<file path="src/design/dcache_pkg.sv">
package dcache_pkg;

    localparam int WAYS       = 4;
    localparam int LINE_W     = 512;
    localparam int SETS       = 64;
    localparam int WAY_W      = 2;
    localparam int IDX_W      = 6;
    localparam int TAG_W      = 20;
    localparam int WORD_OFS_W = 4;

    // byte mask of the access, also used as the access size code
    typedef logic [3:0] rd_type_t;
    localparam rd_type_t RT_BYTE = 4'b0001;
    localparam rd_type_t RT_HALF = 4'b0011;
    localparam rd_type_t RT_WORD = 4'b1111;

    typedef logic [1:0] cacop_t;
    localparam cacop_t CACOP_NONE = 2'b00;
    localparam cacop_t CACOP_IDX  = 2'b01;
    localparam cacop_t CACOP_HIT  = 2'b10;

    typedef struct packed {
        logic [TAG_W-1:0]      tag;
        logic [IDX_W-1:0]      index;
        logic [WORD_OFS_W-1:0] word_ofs;
        logic [1:0]            byte_ofs;
    } addr_fields_t;

    // index-type maintenance carries the way number where the byte offset sits
    typedef struct packed {
        logic [TAG_W-1:0]      tag;
        logic [IDX_W-1:0]      index;
        logic [WORD_OFS_W-1:0] word_ofs;
        logic [WAY_W-1:0]      way;
    } addr_idx_way_t;

    typedef union packed {
        addr_fields_t  fields;
        addr_idx_way_t idx_way;
    } req_addr_t;

    typedef logic [WAYS-1:0] way_oh_t;

endpackage
</file>
<file path="src/design/dcache_ram_arbiter.sv">
module dcache_ram_arbiter (
    input  logic                          lk_req,
    input  logic [dcache_pkg::IDX_W-1:0]  lk_index,
    input  logic                          rf_req,
    input  logic                          rf_we,
    input  logic [dcache_pkg::IDX_W-1:0]  rf_index,
    input  dcache_pkg::way_oh_t           rf_way_oh,
    input  logic [dcache_pkg::TAG_W-1:0]  rf_tag,
    input  logic [dcache_pkg::LINE_W-1:0] rf_line,
    output logic                          lk_gnt,
    output logic                          rf_gnt,
    output logic                          ram_en,
    output logic                          ram_we,
    output logic [dcache_pkg::IDX_W-1:0]  ram_index,
    output dcache_pkg::way_oh_t           ram_way_oh,
    output logic [dcache_pkg::TAG_W-1:0]  ram_tag,
    output logic [dcache_pkg::LINE_W-1:0] ram_line
);

    // refill always wins, lookup waits a cycle
    assign rf_gnt = rf_req;
    assign lk_gnt = lk_req && !rf_req;

    assign ram_en     = rf_req || lk_req;
    assign ram_we     = rf_req && rf_we;
    assign ram_index  = rf_req ? rf_index : lk_index;
    assign ram_way_oh = rf_req ? rf_way_oh : '0;
    assign ram_tag    = rf_tag;
    assign ram_line   = rf_line;

endmodule

</file>
<file path="config.mk">
export PLATFORM = sky130hd
export DESIGN_NAME = dcache_ram_arbiter
export DESIGN_NICKNAME = d
export VERILOG_FILES = /design/src/design/dcache_pkg.sv /design/src/design/dcache_ram_arbiter.sv
export SDC_FILE = /design/constraint.sdc
export NUM_CORES = 1
export LEC_CHECK = 0
export BUFFER_PORTS_ARGS = -buffer_cell sky130_fd_sc_hd__clkbuf_2
export CELL_PAD_IN_SITES_DETAIL_PLACEMENT = 0
export CELL_PAD_IN_SITES_GLOBAL_PLACEMENT = 1
export CORE_AREA = 2 2 422 424
export DETAILED_ROUTE_END_ITERATION = 8
export DIE_AREA = 0 0 424 426
export PLACE_DENSITY = 0.3
export SLEW_MARGIN = 20
export SYNTH_ARGS = -nofsm -noshare
export SYNTH_HDL_FRONTEND = slang
export SYNTH_SLANG_ARGS = --single-unit
export TNS_END_PERCENT = 30
</file>
<file path="constraint.sdc">
create_clock -name vclk -period 0.8
set_clock_uncertainty 0.05 [all_clocks]
set_input_delay 0.08 -clock vclk [all_inputs]
set_output_delay 0.08 -clock vclk [all_outputs]
set_load 0.02 [all_outputs]
</file>
==> summary.txt <==
Status
  – Status: finished with violations
  – Failing checks: negative setup slack

Finish
  – Register area: 0 µm²
  – Layout cells sized above 1: 0.980
  – Layout area overhead: -17.8%
  – Layout net count: 603
  – Clock buffer count: 0
  – Design area: between 3000 and 4000 µm²
  – Seq_cells: 0
  – Non-filler cells, final: 2,393
  – Final Util: 0.0194

STA
  – Hold Violations, Final: 0
  – Slew headroom: 0.924
  – Tmin final: 972 ps
  – Measured slew at the worst slew-check pin: 114 ps
  – Worst hold slack: 110 ps
  – Fin crit share: 1.22
  – Final setup fails: 14
  – Fin. max-slew vios: 0
  – FMAX: between 1 and 1.5 GHz
  – Setup WS post-layout: -172 ps
  – RSZ-0062 raised after global routing: true

Synthesis
  – Sequential area share after synthesis: 0
  – Synth area leaders: buf_4 97%, mux2_4 1.1%, and2_2 0.91%
  – Syn Area/Cell: 7.58 µm²
  – Post-synthesis cell type count: 7
  – Synth top area share: 0.966
  – Synthesized Nets: 1,098
  – Post-synth top area cell: buf_4
  – Cell with the most instances after synthesis: buf_4
  – Post-Syn Instances: 547
  – Synth cell count leaders: 533 x buf_4, 5 x and2_2, 3 x mux2_2, 3 x mux2_4
  – Post-Syn Area: 4140 µm²
  – Ys Warns: 0

Worst setup path
  – CP endpoint kind: output pin
  – Worst EP arrival: 840 ps
  – Critical setup path kind: in -> out
  – CP startpoint: rf_req
  – Worst setup SP type: input port
  – CP Max Fanout: 5
  – Crit path required time: 670 ps

Detailed routing
  – Vias/cell: 0.633
  – Post-route DRC: 0
  – Drt first pass iters: 4
  – WL final: around 110,000 µm
  – Detailed router's first-iteration violation count: 94
  – Post-route ant nets: 0
  – Via count: approximately 1,500
  – Wirelength per Cell: 47.3 µm

GRT
  – GRT Overall Usage: 0.119
  – Initial antenna violation count: 9
  – First-pass GRT wire length: 116,000 µm
  – Vias in the first global route: 1,200
  – Largest net degree at the start of global routing: 6
  – Total global routing overflow: 0

Place
  – DP Cell Count: 2,388
  – Routability congestion estimate: 0.894
  – IO Port Bufs: 33
  – Placed cell area: 3250 µm²

Floorplanning
  – Core Rows: 154
  – Core region area: 176,000 µm²
  – Initial core utilization: 0.0236
  – Die Span X: 424 µm
  – Total I/O pin count: ~1,100
  – Die Y: 426 µm
  – Die Area: 181,000 µm²

Power and ir drop
  – Cell leakage power: 0.277 nW
  – VDD IR max: 0.0756 mV
  – Power Total: between 300 and 400 µW
  – Cell Pwr Density: between 100 and 150 nW/µm²

Flow run
  – Max Cap Viol: 0

Hold path
  – Hold path start: rf_line[249]
  – Hold WC Path Type: in -> out
  – Worst Hold End: ram_line[249]
  – Hold Path Cell Cnt: 0
==> power by group <==
group | internal (mW) | switching [mW]
Sequential | 0 | 0
Combinational | 0.200 | 0.168
Clock | 0.000000523 | 0
Total | 0.200 | 0.168
==> metrics by stage <==
step                      TNS [ps]  setup slack, ps
after floorplan                  0              150
after global placement       -1680             -235
after detailed placement     -1740             -243
after CTS                    -2240             -205
after global routing         -2160             -189
final                        -1910             -172
==> placed cells by master, fill, tap and decap left out <==
master / synthesis / routed
buf_12: 0 / 1
clkbuf_2: 0 / 23
buf_2: 0 / 1
or2_1: 1 / 1
buf_16: 0 / 1
buf_8: 0 / 6
buf_6: 1 / 4
diode_2: 0 / 3
and2_2: 5 / 4
and2_4: 0 / 1
clkbuf_16: 0 / 1
mux2_4: 3 / 6
and2b_2: 1 / 1
==> cell families after synthesis <==
group | share of synthesized area
mux | 0.0190
buf+inv | 0.968
simple gates | 0.0127
==> how the worst max path moves through the flow <==
| stage | depth (start not counted) | slack [ps] | end |
|---|---|---|---|
| 4_1_cts | 4 | -210 | ram_index[0] |
| 6_report | 4 | -170 | ram_index[5] |
| 3_5_place_dp | 4 | -240 | ram_index[0] |
| 3_3_place_gp | 4 | -240 | ram_index[5] |
| 2_1_floorplan | 2 | 150 | ram_index[2] |
| 5_1_grt | 4 | -190 | ram_index[5] |
==> timing repair <==
action	in CTS	in global routing
hold buffers	0	0
gates resized for setup	19	16
pin swaps	0	0
buffers inserted	1	0
setup endpoints to repair	14	14
gates cloned	1	0
==> area by class of cell <==
| class | instances | area, µm² |
|---|---|---|
| fill | 21109 | 172000 |
| tap | 2340 | 2930 |
| multi-input combinational | 13 | 144 |
| timing repair buffer | 37 | 328 |
| antenna | 3 | 7.51 |
==> worst max-delay path: stages <==
cell and delay, ps:
clkbuf_16 150, buf_12 150, mux2_4 310, buf_8 130
==> routing by layer <==
layer / wire length (µm) / global-route usage / share of wire
met1: 8170 / 0.0242 / 0.072
met5: 623 / 0.0230 / 0.0055
met2: 55400 / 0.206 / 0.49
met4: 1710 / 0.0144 / 0.015
met3: 47300 / 0.238 / 0.42
No activity file was read; power rests on OpenSTA's default activity.
