[src/design/dcache_pkg.sv]
package dcache_pkg;

    localparam int WAYS       = 4;
    localparam int LINE_W     = 512;
    localparam int SETS       = 64;
    localparam int WAY_W      = 2;
    localparam int IDX_W      = 6;
    localparam int TAG_W      = 20;
    localparam int WORD_OFS_W = 4;

    // byte mask of the access, also used as the access size code
    typedef logic [3:0] rd_type_t;
    localparam rd_type_t RT_BYTE = 4'b0001;
    localparam rd_type_t RT_HALF = 4'b0011;
    localparam rd_type_t RT_WORD = 4'b1111;

    typedef logic [1:0] cacop_t;
    localparam cacop_t CACOP_NONE = 2'b00;
    localparam cacop_t CACOP_IDX  = 2'b01;
    localparam cacop_t CACOP_HIT  = 2'b10;

    typedef struct packed {
        logic [TAG_W-1:0]      tag;
        logic [IDX_W-1:0]      index;
        logic [WORD_OFS_W-1:0] word_ofs;
        logic [1:0]            byte_ofs;
    } addr_fields_t;

    // index-type maintenance carries the way number where the byte offset sits
    typedef struct packed {
        logic [TAG_W-1:0]      tag;
        logic [IDX_W-1:0]      index;
        logic [WORD_OFS_W-1:0] word_ofs;
        logic [WAY_W-1:0]      way;
    } addr_idx_way_t;

    typedef union packed {
        addr_fields_t  fields;
        addr_idx_way_t idx_way;
    } req_addr_t;

    typedef logic [WAYS-1:0] way_oh_t;

endpackage
[src/design/dcache_refill.sv]
module dcache_refill (
    input  logic                          clk,
    input  logic                          arst_n,
    input  logic                          miss_start,
    input  dcache_pkg::req_addr_t         miss_addr,
    input  logic                          miss_uncache,
    input  logic                          rf_gnt,
    input  dcache_pkg::way_oh_t           valid_oh,
    output logic                          mem_rd_req,
    output logic [31:0]                   mem_rd_addr,
    output logic                          mem_rd_uncache,
    input  logic                          mem_rd_valid,
    input  logic [dcache_pkg::LINE_W-1:0] mem_rd_line,
    output logic                          rf_req,
    output logic                          rf_we,
    output logic [dcache_pkg::IDX_W-1:0]  rf_index,
    output dcache_pkg::way_oh_t           rf_way_oh,
    output logic [dcache_pkg::TAG_W-1:0]  rf_tag,
    output logic [dcache_pkg::LINE_W-1:0] rf_line,
    output logic [dcache_pkg::LINE_W-1:0] fill_line,
    output dcache_pkg::way_oh_t           victim_oh,
    output logic                          evict_valid,
    output logic                          refill_done
);
    import dcache_pkg::*;

    typedef enum logic [2:0] {R_IDLE, R_VREAD, R_VCHECK, R_WAIT, R_WRITE} rf_state_t;

    rf_state_t        state;
    req_addr_t        addr_q;
    logic             unc_q;
    logic             line_ok;
    logic [WAY_W-1:0] rr_ptr [SETS];

    always_ff @(posedge clk) begin
        if (miss_start) begin
            addr_q <= miss_addr;
            unc_q  <= miss_uncache;
        end
        if (mem_rd_valid) fill_line <= mem_rd_line;
    end

    always_ff @(posedge clk or negedge arst_n) begin
        if (!arst_n) begin
            state       <= R_IDLE;
            mem_rd_req  <= 1'b0;
            refill_done <= 1'b0;
            line_ok     <= 1'b0;
            for (int s = 0; s < SETS; s++) begin
                rr_ptr[s] <= '0;
            end
        end else begin
            mem_rd_req  <= miss_start; // fetch goes out while the victim set is read
            refill_done <= 1'b0;
            if (mem_rd_valid) line_ok <= 1'b1;
            case (state)
                R_IDLE: begin
                    if (miss_start) begin
                        line_ok <= 1'b0;
                        state   <= miss_uncache ? R_WAIT : R_VREAD;
                    end
                end
                R_VREAD:  if (rf_gnt) state <= R_VCHECK;
                R_VCHECK: state <= R_WAIT;
                R_WAIT: begin
                    if (unc_q && mem_rd_valid) begin
                        refill_done <= 1'b1;
                        state       <= R_IDLE;
                    end else if (!unc_q && line_ok) begin
                        state <= R_WRITE;
                    end
                end
                R_WRITE: begin
                    if (rf_gnt) begin
                        refill_done                   <= 1'b1;
                        rr_ptr[addr_q.fields.index] <= rr_ptr[addr_q.fields.index] + 1'b1;
                        state                         <= R_IDLE;
                    end
                end
                default: state <= R_IDLE;
            endcase
        end
    end

    assign victim_oh   = way_oh_t'(1) << rr_ptr[addr_q.fields.index];
    assign evict_valid = (state == R_VCHECK) && |(valid_oh & victim_oh);

    // cached fetches ask for the whole line
    assign mem_rd_addr    = unc_q ? addr_q : {addr_q[31:6], 6'b0};
    assign mem_rd_uncache = unc_q;

    assign rf_req    = (state == R_VREAD) || (state == R_WRITE);
    assign rf_we     = state == R_WRITE;
    assign rf_index  = addr_q.fields.index;
    assign rf_way_oh = victim_oh;
    assign rf_tag    = addr_q.fields.tag;
    assign rf_line   = fill_line;

endmodule

[config.mk]
export PLATFORM = sky130hd
export DESIGN_NAME = dcache_refill
export DESIGN_NICKNAME = d
export VERILOG_FILES = /design/src/design/dcache_pkg.sv /design/src/design/dcache_refill.sv
export SDC_FILE = /design/constraint.sdc
export NUM_CORES = 1
export LEC_CHECK = 0
export CORE_AREA = 4 4 644 646
export DETAILED_ROUTE_END_ITERATION = 7
export DIE_AREA = 0 0 648 650
export DONT_BUFFER_PORTS = 1
export HOLD_SLACK_MARGIN = 0.1
export PLACE_DENSITY = 0.3
export SLEW_MARGIN = 25
export SYNTH_ARGS = -nofsm -noshare
export SYNTH_HDL_FRONTEND = slang
export SYNTH_SLANG_ARGS = --single-unit
[constraint.sdc]
create_clock -name clk -period 4.85 [get_ports clk]
set_input_delay 1.455 -clock clk [delete_from_list [all_inputs] [get_ports clk]]
set_output_delay 1.455 -clock clk [all_outputs]
set_load 0.01 [all_outputs]
==> impl_metrics.yaml <==
routing:
  wl_um: 277800
  routed_via_density: 2.026
  vias: 13776
  wire_per_inst_um: 40.85
  drt_iter0_markers: 1494
  first_pass_iters: 5
  detail-route-antenna-nets: 0
  drc: 0
worst_setup_path:
  cp-start-kind: "flip-flop"
  crit_end: "evict_valid"
  crit_arrival_ps: 3680
  cp.required_ps: 3390
  reg2reg_slack_ps: 1390
  startpoint: "addr_q[7]$_DFFE_PP_"
  worstPathMaxFanout: 6
  worstSetupPathType: "flip-flop to output port"
  reg2reg_from: "addr_q[7]$_DFFE_PP_"
  end_kind: "output port"
  rr_worst_depth: 10
  r2r-end: "rr_ptr[85]$_DFFE_PN0P_"
placement:
  post-dp-hpwl_um: 247500
  pre_cts_ws_ps: 234.8
  place_congestion: 0.9466
  portBuffers: 0
  post_dp_cell_area_um2: 30750
cells_and_area:
  final_nets: 1807
  stdcell_area_um2: 34040
  fill_cells: 46953
  multi_input_area_um2: 3341
  regArea_um2: 19720
  drive_above_1_share_pct: 28.20
  area_delta_synth_final_pct: 24.02
  fin_util_pct: 8.323
grt:
  grt_pass1_vias: 13195
  grt_pass1_wl_um: 309000
  grt_overflow: 0
  track_usage_pct: 12.59
  grt_max_degree: 160
  antenna_found_initial: 93
timing:
  worst_slack_ps: -280.9
  fin_crit_ps: 5131
  worstMarginPinSlew_ps: 1217
  setup_viol: 1
  relSlewSlack_pct: 19.07
  fin_skew_ps: 35.75
  rsz0062_at_grt: "true"
  setup_tns_ps: -280.9
  hold_viol_final: 0
  fmaxAchievable_mhz: 194.9
  slew_violations: 0
  fin_crit_sh_pct: 105.8
synth:
  yosysMostFrequentCell: "buf_4"
  seq_area_frac_synth_pct: 71.84
  ys_top_cells_by_count: "572 x buf_4, 545 x edfxtp_1, 134 x dfrtp_1"
  synth_top_area_cell: "edfxtp_1"
  synth_cell_types: 59
  synth-async-reset-ratio_pct: 19.73
  synth-edff-count: 545
  syn_area_per_cell_um2: 16.55
  synthSimpleGateAreaFrac_pct: 2.676
  ys_ff_latch: 679
  synth_area_um2: 27450
  synth_top_family_by_area: "buffers and inverters"
  synth_top_area_share_pct: 59.63
  synthCells: 1658
  synth_flop_cell: "edfxtp_1"
  synthesis.nets: 2216
  synthAdderAreaFrac_pct: 0.1823
  synth_xor_area_share_pct: 0.03191
  yosys-top-cells-area: "edfxtp_1 60%, buf_4 16%, dfrtp_1 12%"
  ys_warn_count: 0
  synth_compound_area_share_pct: 1.276
  synthMuxAreaShare_pct: 7.672
power_and_ir_drop:
  p_comb_share_pct: 4.7
  netSwitchingPower_mw: 5.467
  power.density_nw_per_um2: 482.4
  netSwitchingFraction_pct: 33.29
  p_total_mw: 16.42
  power_leakage_nw: 10.65
  pwr-share-seq_pct: 53.0
  power.clock.fraction_pct: 42.3
  p_int_mw: 10.96
  worst_ir_drop_vdd_mv: 0.2735
outcome:
  outcome: "finished with violations"
  violations: "negative setup slack"
floorplanning:
  fp.coreArea_um2: 409000
  io_pins: 1650
  row_count: 235
  initial_core_util_pct: 6.711
  fp.dieW_um: 648
  die-area_um2: 421200
  die_h_um: 650
clock_network:
  numCtsBuffers: 94
  clkTransAtPathRegs_ps: 60
  cts_tree: "yes"
  cts-root-buf: "clkbuf_16"
  clockBufferDepth: 4
  clk_latency_ps: 810
  cts_sinks: 679
  h-tree-depth: 3
hold_path:
  min_path_type: "input port to async pin"
run:
  maxCapViolations: 0
## sequential cells by signal, summed over array words and instances (netlist names)
register,flops
mem_rd_uncache,1
rr_ptr,128
state,3
refill_done,1
fill_line,512
line_ok,1
addr_q,32
mem_rd_req,1
## repair_timing
item                                    in CTS  in global routing
gates cloned                                 4                  0
resized for setup                           22                  2
endpoints found under the setup margin       9                  1
hold buffers                                 0                  0
pin swaps                                    6                  3
setup buffers                                4                  2
## through the flow
step                      hold WS [ps]  cells
after global placement           468.9   6582
after global routing             288.8   6790
after floorplan                  452.2   1658
final                            368.9   6800
after CTS                        253.2   6767
after detailed placement         478.6   6593
## worst min-delay path by stage
stage / end / slack [ps] / depth (start not counted)
floorplan: rr_ptr[4]$_DFFE_PN0P_ / 450 / 1
global route: rr_ptr[93]$_DFFE_PN0P_ / 290 / 0
global placement: rr_ptr[104]$_DFFE_PN0P_ / 470 / 1
detailed placement: rr_ptr[104]$_DFFE_PN0P_ / 480 / 1
CTS: rr_ptr[95]$_DFFE_PN0P_ / 250 / 0
finish: line_ok$_DFF_PN0_ / 370 / 0
## worst max-delay path: stages (launching register included)
cell      delay, ps
edfxtp_1        350
buf_8           170
buf_12          160
mux4_2          500
mux2_4          300
a21oi_4         150
nand4_1         150
ha_2            240
a22o_1          220
a221oi_2        210
buf_4           190
nor4b_2          50
buf_4           150
## layout by cell type, fill, tap and decap left out, types with 5 or more instances in the layout
cell and instances:
edfxtp_1 545, mux2_1 38, nand2_1 53, nand2b_1 6, nand3b_1 5, mux2_2 99, buf_16 14, clkinv_2 12
mux2i_1 17, mux4_2 13, diode_2 30, and2_1 9, o21ai_0 7, buf_4 75, bufinv_16 5, nor2_1 44
inv_6 9, a22oi_1 5, dfrtp_1 134, clkbuf_16 95, buf_12 5, clkbuf_1 15, nand3_1 5, clkinv_1 17
## layout make-up
| cell class | count | share of cell area (%) |
|---|---|---|
| multi-input cells | 372 | 9.814 |
| inverters | 4 | 0.04411 |
| diodes | 30 | 0.2205 |
| clock inverters | 53 | 1.393 |
| well taps | 5451 | 20.04 |
| clock buffers | 113 | 7.270 |
| repair buffers | 98 | 3.297 |
| flip-flops and latches | 679 | 57.93 |
## power groups by stage
stage	Sequential [mW]	Combinational (mW)	Clock (mW)
floorplan	7.26	0.936	0
global route	8.74	0.855	7.42
detailed placement	8.85	0.797	0
CTS	8.74	0.834	7.25
finish	8.71	0.772	6.95
global placement	8.90	0.647	0
## per-layer routing
| metal | GRT usage (%) | up-vias | part of all wire [%] |
|---|---|---|---|
| met2 | 21.85 | 1496 | 49 |
| met5 | 0.05721 | - | 0.11 |
| li1 | - | 4602 | - |
| met4 | 4.436 | 18 | 4.3 |
| met3 | 9.587 | 377 | 17 |
| met1 | 10.99 | 7283 | 30 |
## cell families (layout without fill, tap and decap cells)
logic type / count (synthesis) / after routing
xor gates and xnor gates: 1 / 1
AOI/OAI and AO/OA: 46 / 46
and+or+nand+nor: 149 / 149
adders and majority gates: 4 / 4
DFF: 679 / 679
muxes: 172 / 172
buffers and inverters: 607 / 268
other: 0 / 30
(Power assumes the default switching activity.)
