$ cat config.mk
export PLATFORM = sky130hd
export DESIGN_NAME = dcache_lookup
export DESIGN_NICKNAME = d
export VERILOG_FILES = /design/src/design/dcache_pkg.sv /design/src/design/dcache_lookup.sv
export SDC_FILE = /design/constraint.sdc
export NUM_CORES = 1
export LEC_CHECK = 0
export BUFFER_PORTS_ARGS = -buffer_cell sky130_fd_sc_hd__buf_2
export CORE_MARGIN = 2
export CORE_UTILIZATION = 30
export DETAILED_ROUTE_END_ITERATION = 16
export GPL_ROUTABILITY_DRIVEN = 0
export PLACE_DENSITY = 0.65
export SYNTH_ARGS = -nofsm -noshare
export SYNTH_HDL_FRONTEND = slang
export SYNTH_SLANG_ARGS = --single-unit
$ cat constraint.sdc
create_clock -name clk -period 13.2 [get_ports clk]
set_clock_uncertainty 0.15 [all_clocks]
set_input_delay 0.66 -clock clk [delete_from_list [all_inputs] [get_ports clk]]
set_output_delay 0.66 -clock clk [all_outputs]
set_load 0.01 [all_outputs]
$ cat src/design/dcache_pkg.sv
package dcache_pkg;

    localparam int WAYS       = 4;
    localparam int LINE_W     = 512;
    localparam int SETS       = 64;
    localparam int WAY_W      = 2;
    localparam int IDX_W      = 6;
    localparam int TAG_W      = 20;
    localparam int WORD_OFS_W = 4;

    // byte mask of the access, also used as the access size code
    typedef logic [3:0] rd_type_t;
    localparam rd_type_t RT_BYTE = 4'b0001;
    localparam rd_type_t RT_HALF = 4'b0011;
    localparam rd_type_t RT_WORD = 4'b1111;

    typedef logic [1:0] cacop_t;
    localparam cacop_t CACOP_NONE = 2'b00;
    localparam cacop_t CACOP_IDX  = 2'b01;
    localparam cacop_t CACOP_HIT  = 2'b10;

    typedef struct packed {
        logic [TAG_W-1:0]      tag;
        logic [IDX_W-1:0]      index;
        logic [WORD_OFS_W-1:0] word_ofs;
        logic [1:0]            byte_ofs;
    } addr_fields_t;

    // index-type maintenance carries the way number where the byte offset sits
    typedef struct packed {
        logic [TAG_W-1:0]      tag;
        logic [IDX_W-1:0]      index;
        logic [WORD_OFS_W-1:0] word_ofs;
        logic [WAY_W-1:0]      way;
    } addr_idx_way_t;

    typedef union packed {
        addr_fields_t  fields;
        addr_idx_way_t idx_way;
    } req_addr_t;

    typedef logic [WAYS-1:0] way_oh_t;

endpackage
$ cat src/design/dcache_lookup.sv
module dcache_lookup (
    input  logic                         clk,
    input  logic                         arst_n,
    input  logic                         req_valid,
    input  dcache_pkg::req_addr_t        req_addr,
    input  dcache_pkg::rd_type_t         req_type,
    input  logic                         req_wr,
    input  logic                         req_uncache,
    input  logic                         req_signed,
    input  logic                         req_atom,
    input  logic                         req_sc,
    input  dcache_pkg::cacop_t           req_cacop,
    input  logic [31:0]                  req_wdata,
    input  dcache_pkg::way_oh_t          hit_oh,
    input  logic                         lk_gnt,
    output logic                         lk_req,
    output logic [dcache_pkg::IDX_W-1:0] lk_index,
    output logic [dcache_pkg::TAG_W-1:0] cmp_tag,
    input  logic                         refill_done,
    output logic                         miss_start,
    output dcache_pkg::req_addr_t        miss_addr,
    output logic                         miss_uncache,
    output dcache_pkg::req_addr_t        rbuf_addr,
    output dcache_pkg::rd_type_t         rbuf_type,
    output logic                         rbuf_signed,
    output logic                         rbuf_uncache,
    output dcache_pkg::cacop_t           rbuf_cacop,
    output logic                         rbuf_atom,
    output logic                         rbuf_sc,
    output logic [31:0]                  rbuf_wdata,
    output logic                         r_data_sel,
    output logic                         resp_valid,
    output logic                         line_out_valid,
    output logic                         busy
);
    import dcache_pkg::*;

    typedef enum logic [2:0] {IDLE, READ, CHECK, MISS_WAIT, RESPOND} state_t;

    state_t state, state_nxt;
    logic   rbuf_wr;
    logic   sc_op;
    logic   cacop_op;
    logic   ram_op;
    logic   unc_load;
    logic   hit;

    // request buffer, loaded only while idle
    always_ff @(posedge clk) begin
        if (state == IDLE && req_valid) begin
            rbuf_addr    <= req_addr;
            rbuf_type    <= req_type;
            rbuf_wr      <= req_wr;
            rbuf_uncache <= req_uncache;
            rbuf_signed  <= req_signed;
            rbuf_atom    <= req_atom;
            rbuf_sc      <= req_sc;
            rbuf_cacop   <= req_cacop;
            rbuf_wdata   <= req_wdata;
        end
    end

    assign sc_op    = rbuf_atom && rbuf_sc;
    assign cacop_op = rbuf_cacop != CACOP_NONE;
    assign ram_op   = !sc_op && (cacop_op || (!rbuf_uncache && !rbuf_wr));
    assign unc_load = !sc_op && !cacop_op && rbuf_uncache && !rbuf_wr;
    assign hit      = |hit_oh;

    always_comb begin
        state_nxt = state;
        case (state)
            IDLE:      if (req_valid) state_nxt = READ;
            READ: begin
                if (ram_op) begin
                    if (lk_gnt) state_nxt = CHECK;
                end else if (unc_load) begin
                    state_nxt = MISS_WAIT;
                end else begin
                    state_nxt = RESPOND; // sc and uncached stores need no array access
                end
            end
            CHECK:     state_nxt = (cacop_op || hit) ? IDLE : MISS_WAIT;
            MISS_WAIT: if (refill_done) state_nxt = rbuf_uncache ? IDLE : READ;
            RESPOND:   state_nxt = IDLE;
            default:   state_nxt = IDLE;
        endcase
    end

    always_ff @(posedge clk or negedge arst_n) begin
        if (!arst_n) begin
            state <= IDLE;
        end else begin
            state <= state_nxt;
        end
    end

    assign lk_req   = (state == READ) && ram_op;
    assign lk_index = rbuf_addr.fields.index;
    assign cmp_tag  = rbuf_addr.fields.tag;

    assign miss_start   = ((state == READ) && unc_load) ||
                          ((state == CHECK) && !cacop_op && !hit);
    assign miss_addr    = rbuf_addr;
    assign miss_uncache = rbuf_uncache;

    assign r_data_sel = state == CHECK; // array word, else the fetched line
    assign resp_valid = (state == RESPOND) ||
                        ((state == CHECK) && (cacop_op || hit)) ||
                        ((state == MISS_WAIT) && refill_done && rbuf_uncache);
    assign line_out_valid = ((state == RESPOND) && rbuf_uncache && rbuf_wr && !sc_op) ||
                            ((state == CHECK) && cacop_op);
    assign busy = state != IDLE;

endmodule

==> flow_metrics.env <==
export IMPL_place_hpwl_um=5180
export IMPL_wl_per_cell_um=13.78
export IMPL_grt_max_degree=39
export IMPL_sequentialPowerShare_pct=47.9
export IMPL_fmax_ghz=0.3557
export IMPL_final_cell_mix="222 x buf_2, 75 x edfxtp_1, 9 x clkbuf_8, 5 x nand2_1, 4 x nor2_1"
export IMPL_ant_nets=0
export IMPL_drt_iter0_markers=72
export IMPL_finalCritPeriodShare_pct=21.30
export IMPL_n_antenna_cell=0
export IMPL_grt_overflow=0
export IMPL_remaining_drc_errors=0
export IMPL_fill_cells=926
export IMPL_slew_headroom_pct=31.73
export IMPL_vias=1982
export IMPL_synth_area_um2=3003
export IMPL_cts_buffers_inserted=9
export IMPL_firstDrtPassIters=4
export IMPL_finalCriticalPeriod_ns=2.811
export IMPL_avgSynthCellArea_um2=17.56
export IMPL_clock_power_share_pct=23.7
export IMPL_clockBufferDepth=2
export IMPL_die_area_um2=10830
export IMPL_critPathKind="flip-flop to flip-flop"
export IMPL_initial_core_util_pct=30.86
export IMPL_powerDensity_nw_per_um2=196.2
export IMPL_io_pins=223
export IMPL_total_power_mw=0.7966
export IMPL_fp_row_count=36
export IMPL_maxSlewViolCount=0
export IMPL_cts_sinks=78
export IMPL_vias_per_cell=4.104
export IMPL_crit_required_ns=13.03
export IMPL_syn_to_final_growth_pct=35.21
export IMPL_postCtsSetupBuffers=0
export IMPL_finalSetupTns_ns=0
export IMPL_worstMarginPinSlew_ns=1.022
export IMPL_die_y_um=104.0
export IMPL_layout_commonest_cell="buf_2"
export IMPL_worstSetupStartpointType="flip-flop"
export IMPL_reg2reg_setup_slack_ns=10.39
export IMPL_cts_resized=0
export IMPL_cts_root_buf="clkbuf_8"
export IMPL_outcome="finished clean"
export IMPL_finalHoldViolations=0
export IMPL_p_sw_share_pct=31.59
export IMPL_yosysWarnings=0
export IMPL_synth_seq_area_share_pct=77.50
export IMPL_io_buffer_count=222
export IMPL_max_cap_viol_count=0
export IMPL_ys_ff_latch=78
export IMPL_synth_net_count=255
export IMPL_grt_pass1_wl_um=10240
export IMPL_ir_drop_mv=0.07291
export IMPL_cts_tree="done"
export IMPL_cts_max_level=3
export IMPL_crit_path_max_fanout=38
export IMPL_postSynthCellCount=171
export IMPL_die_w_um=104.0
export IMPL_finalSetupViolCount=0
export IMPL_antenna_found_initial=0
export IMPL_synth_distinct_cells=25
export IMPL_core_um2=9729
export IMPL_routed_wl_um=6656
export IMPL_track_usage_pct=12.38
export IMPL_endpoint_kind="flip-flop"
export IMPL_rsz0062_at_grt="false"
export IMPL_clock_latency_ns=0.34
export IMPL_clk_pin_slew_ns=0.08
export IMPL_p_int_mw=0.5450
export IMPL_p_sw_mw=0.2516
export IMPL_power_share_combinational_pct=28.4
export IMPL_cp_data_arrival_time_ns=2.64
export IMPL_drive_gt1_share_pct=69.14
export IMPL_grt_pass1_vias=1973
export IMPL_min_path_type="primary input to flip-flop"
export IMPL_leakage_nw=1.812
export IMPL_final_nets=430
## metrics by stage
step | instance area [um2] | utilization [%] | hold WS (ns) | instances | worst slack [ns]
floorplan | 3003 | - | 0.2144 | 171 | 8.471
global placement | 3841 | 39.48 | 0.3075 | 467 | 10.41
detailed placement | 3841 | 39.48 | 0.3112 | 467 | 10.36
CTS | 4060 | 41.73 | 0.3101 | 483 | 10.33
global route | 4060 | 41.73 | 0.2971 | 483 | 10.14
finish | 4060 | 41.73 | 0.3364 | 483 | 10.39
## kinds of logic after synthesis
logic type / count (synthesis) / share of synthesized area, %
simple gates: 22 / 4.167
buf+inv: 61 / 15.25
compound gates: 10 / 3.084
flops: 78 / 77.50
## cell usage after synthesis (all sizes together)
cell    instances  area [um2]
a21boi          1       7.510
nand4           1       6.260
inv             1       3.750
dfrtp           3       75.07
nand3b          1       7.510
o41ai           1       16.27
a2111o          1       11.26
nor3            1       5.000
nor3b           2       20.02
o311a           1       21.27
nor2            5       18.77
o22ai           1       6.260
o21ai           2       10.01
nand2           5       18.77
edfxtp         75        2252
a21oi           2       10.01
nand3           2       10.01
nor2b           3       26.27
a311o           1       10.01
or3             1       6.260
nor4            1       6.260
buf            60       454.2
## layout make-up
| type | count | area, um2 | share of cell area (%) |
|---|---|---|---|
| sequential | 78 | 2327 | 57.32 |
| timing repair buffer | 224 | 1129 | 27.80 |
| multi-input combinational | 32 | 225.2 | 5.547 |
| tap | 133 | 166.4 | 4.099 |
| clock buffer | 9 | 123.9 | 3.051 |
| clock inverter | 6 | 85.08 | 2.096 |
| inverter | 1 | 3.754 | 0.09245 |
## path summary, 6_finish.rpt
check / from / endpoint / depth (start not counted)
max in group asynchronous: arst_n / state[1] / 2
hold / removal: req_addr[3] / miss_addr[3] / 1
setup / recovery: state[0] / miss_addr[21] / 3
min in group asynchronous: arst_n / state[0] / 2
hold reg to reg: rbuf_wr / state[2] / 2
setup reg to reg: state[0] / miss_addr[21] / 3
## power groups by stage
stage	clock network (mW)	registers [mW]	logic (mW)
floorplan	0	0.418	0.136
global placement	0	0.384	0.230
detailed placement	0	0.388	0.230
CTS	0.198	0.383	0.230
global route	0.209	0.390	0.244
finish	0.189	0.382	0.226
## layer usage
layer / routed length, um / vias up / global-route usage (%)
li1: - / 913 / -
met1: 2394 / 908 / 13.43
met2: 3398 / 153 / 20.91
met3: 773 / 8 / 5.952
met4: 89 / 0 / 4.730
met5: 0 / - / 0
## sequential cells by signal, summed over array words and instances, names as in the netlist
name	flops
rbuf_wr	1
rbuf_cacop	2
miss_addr	32
rbuf_signed	1
rbuf_wdata	32
state	3
rbuf_type	4
miss_uncache	1
rbuf_sc	1
rbuf_atom	1
## worst max-delay path, cell delays in order, from the launching register on
cell and delay, ns:
dfrtp_1 0.46, or3_1 0.45, nor2_4 0.78, buf_4 0.55
## what timing repair did
item	CTS	global route
hold buffers	1	0
endpoints found under the hold margin	3	0
endpoints found under the setup margin	0	0
Note: power is estimated with default switching activity, not from simulation.
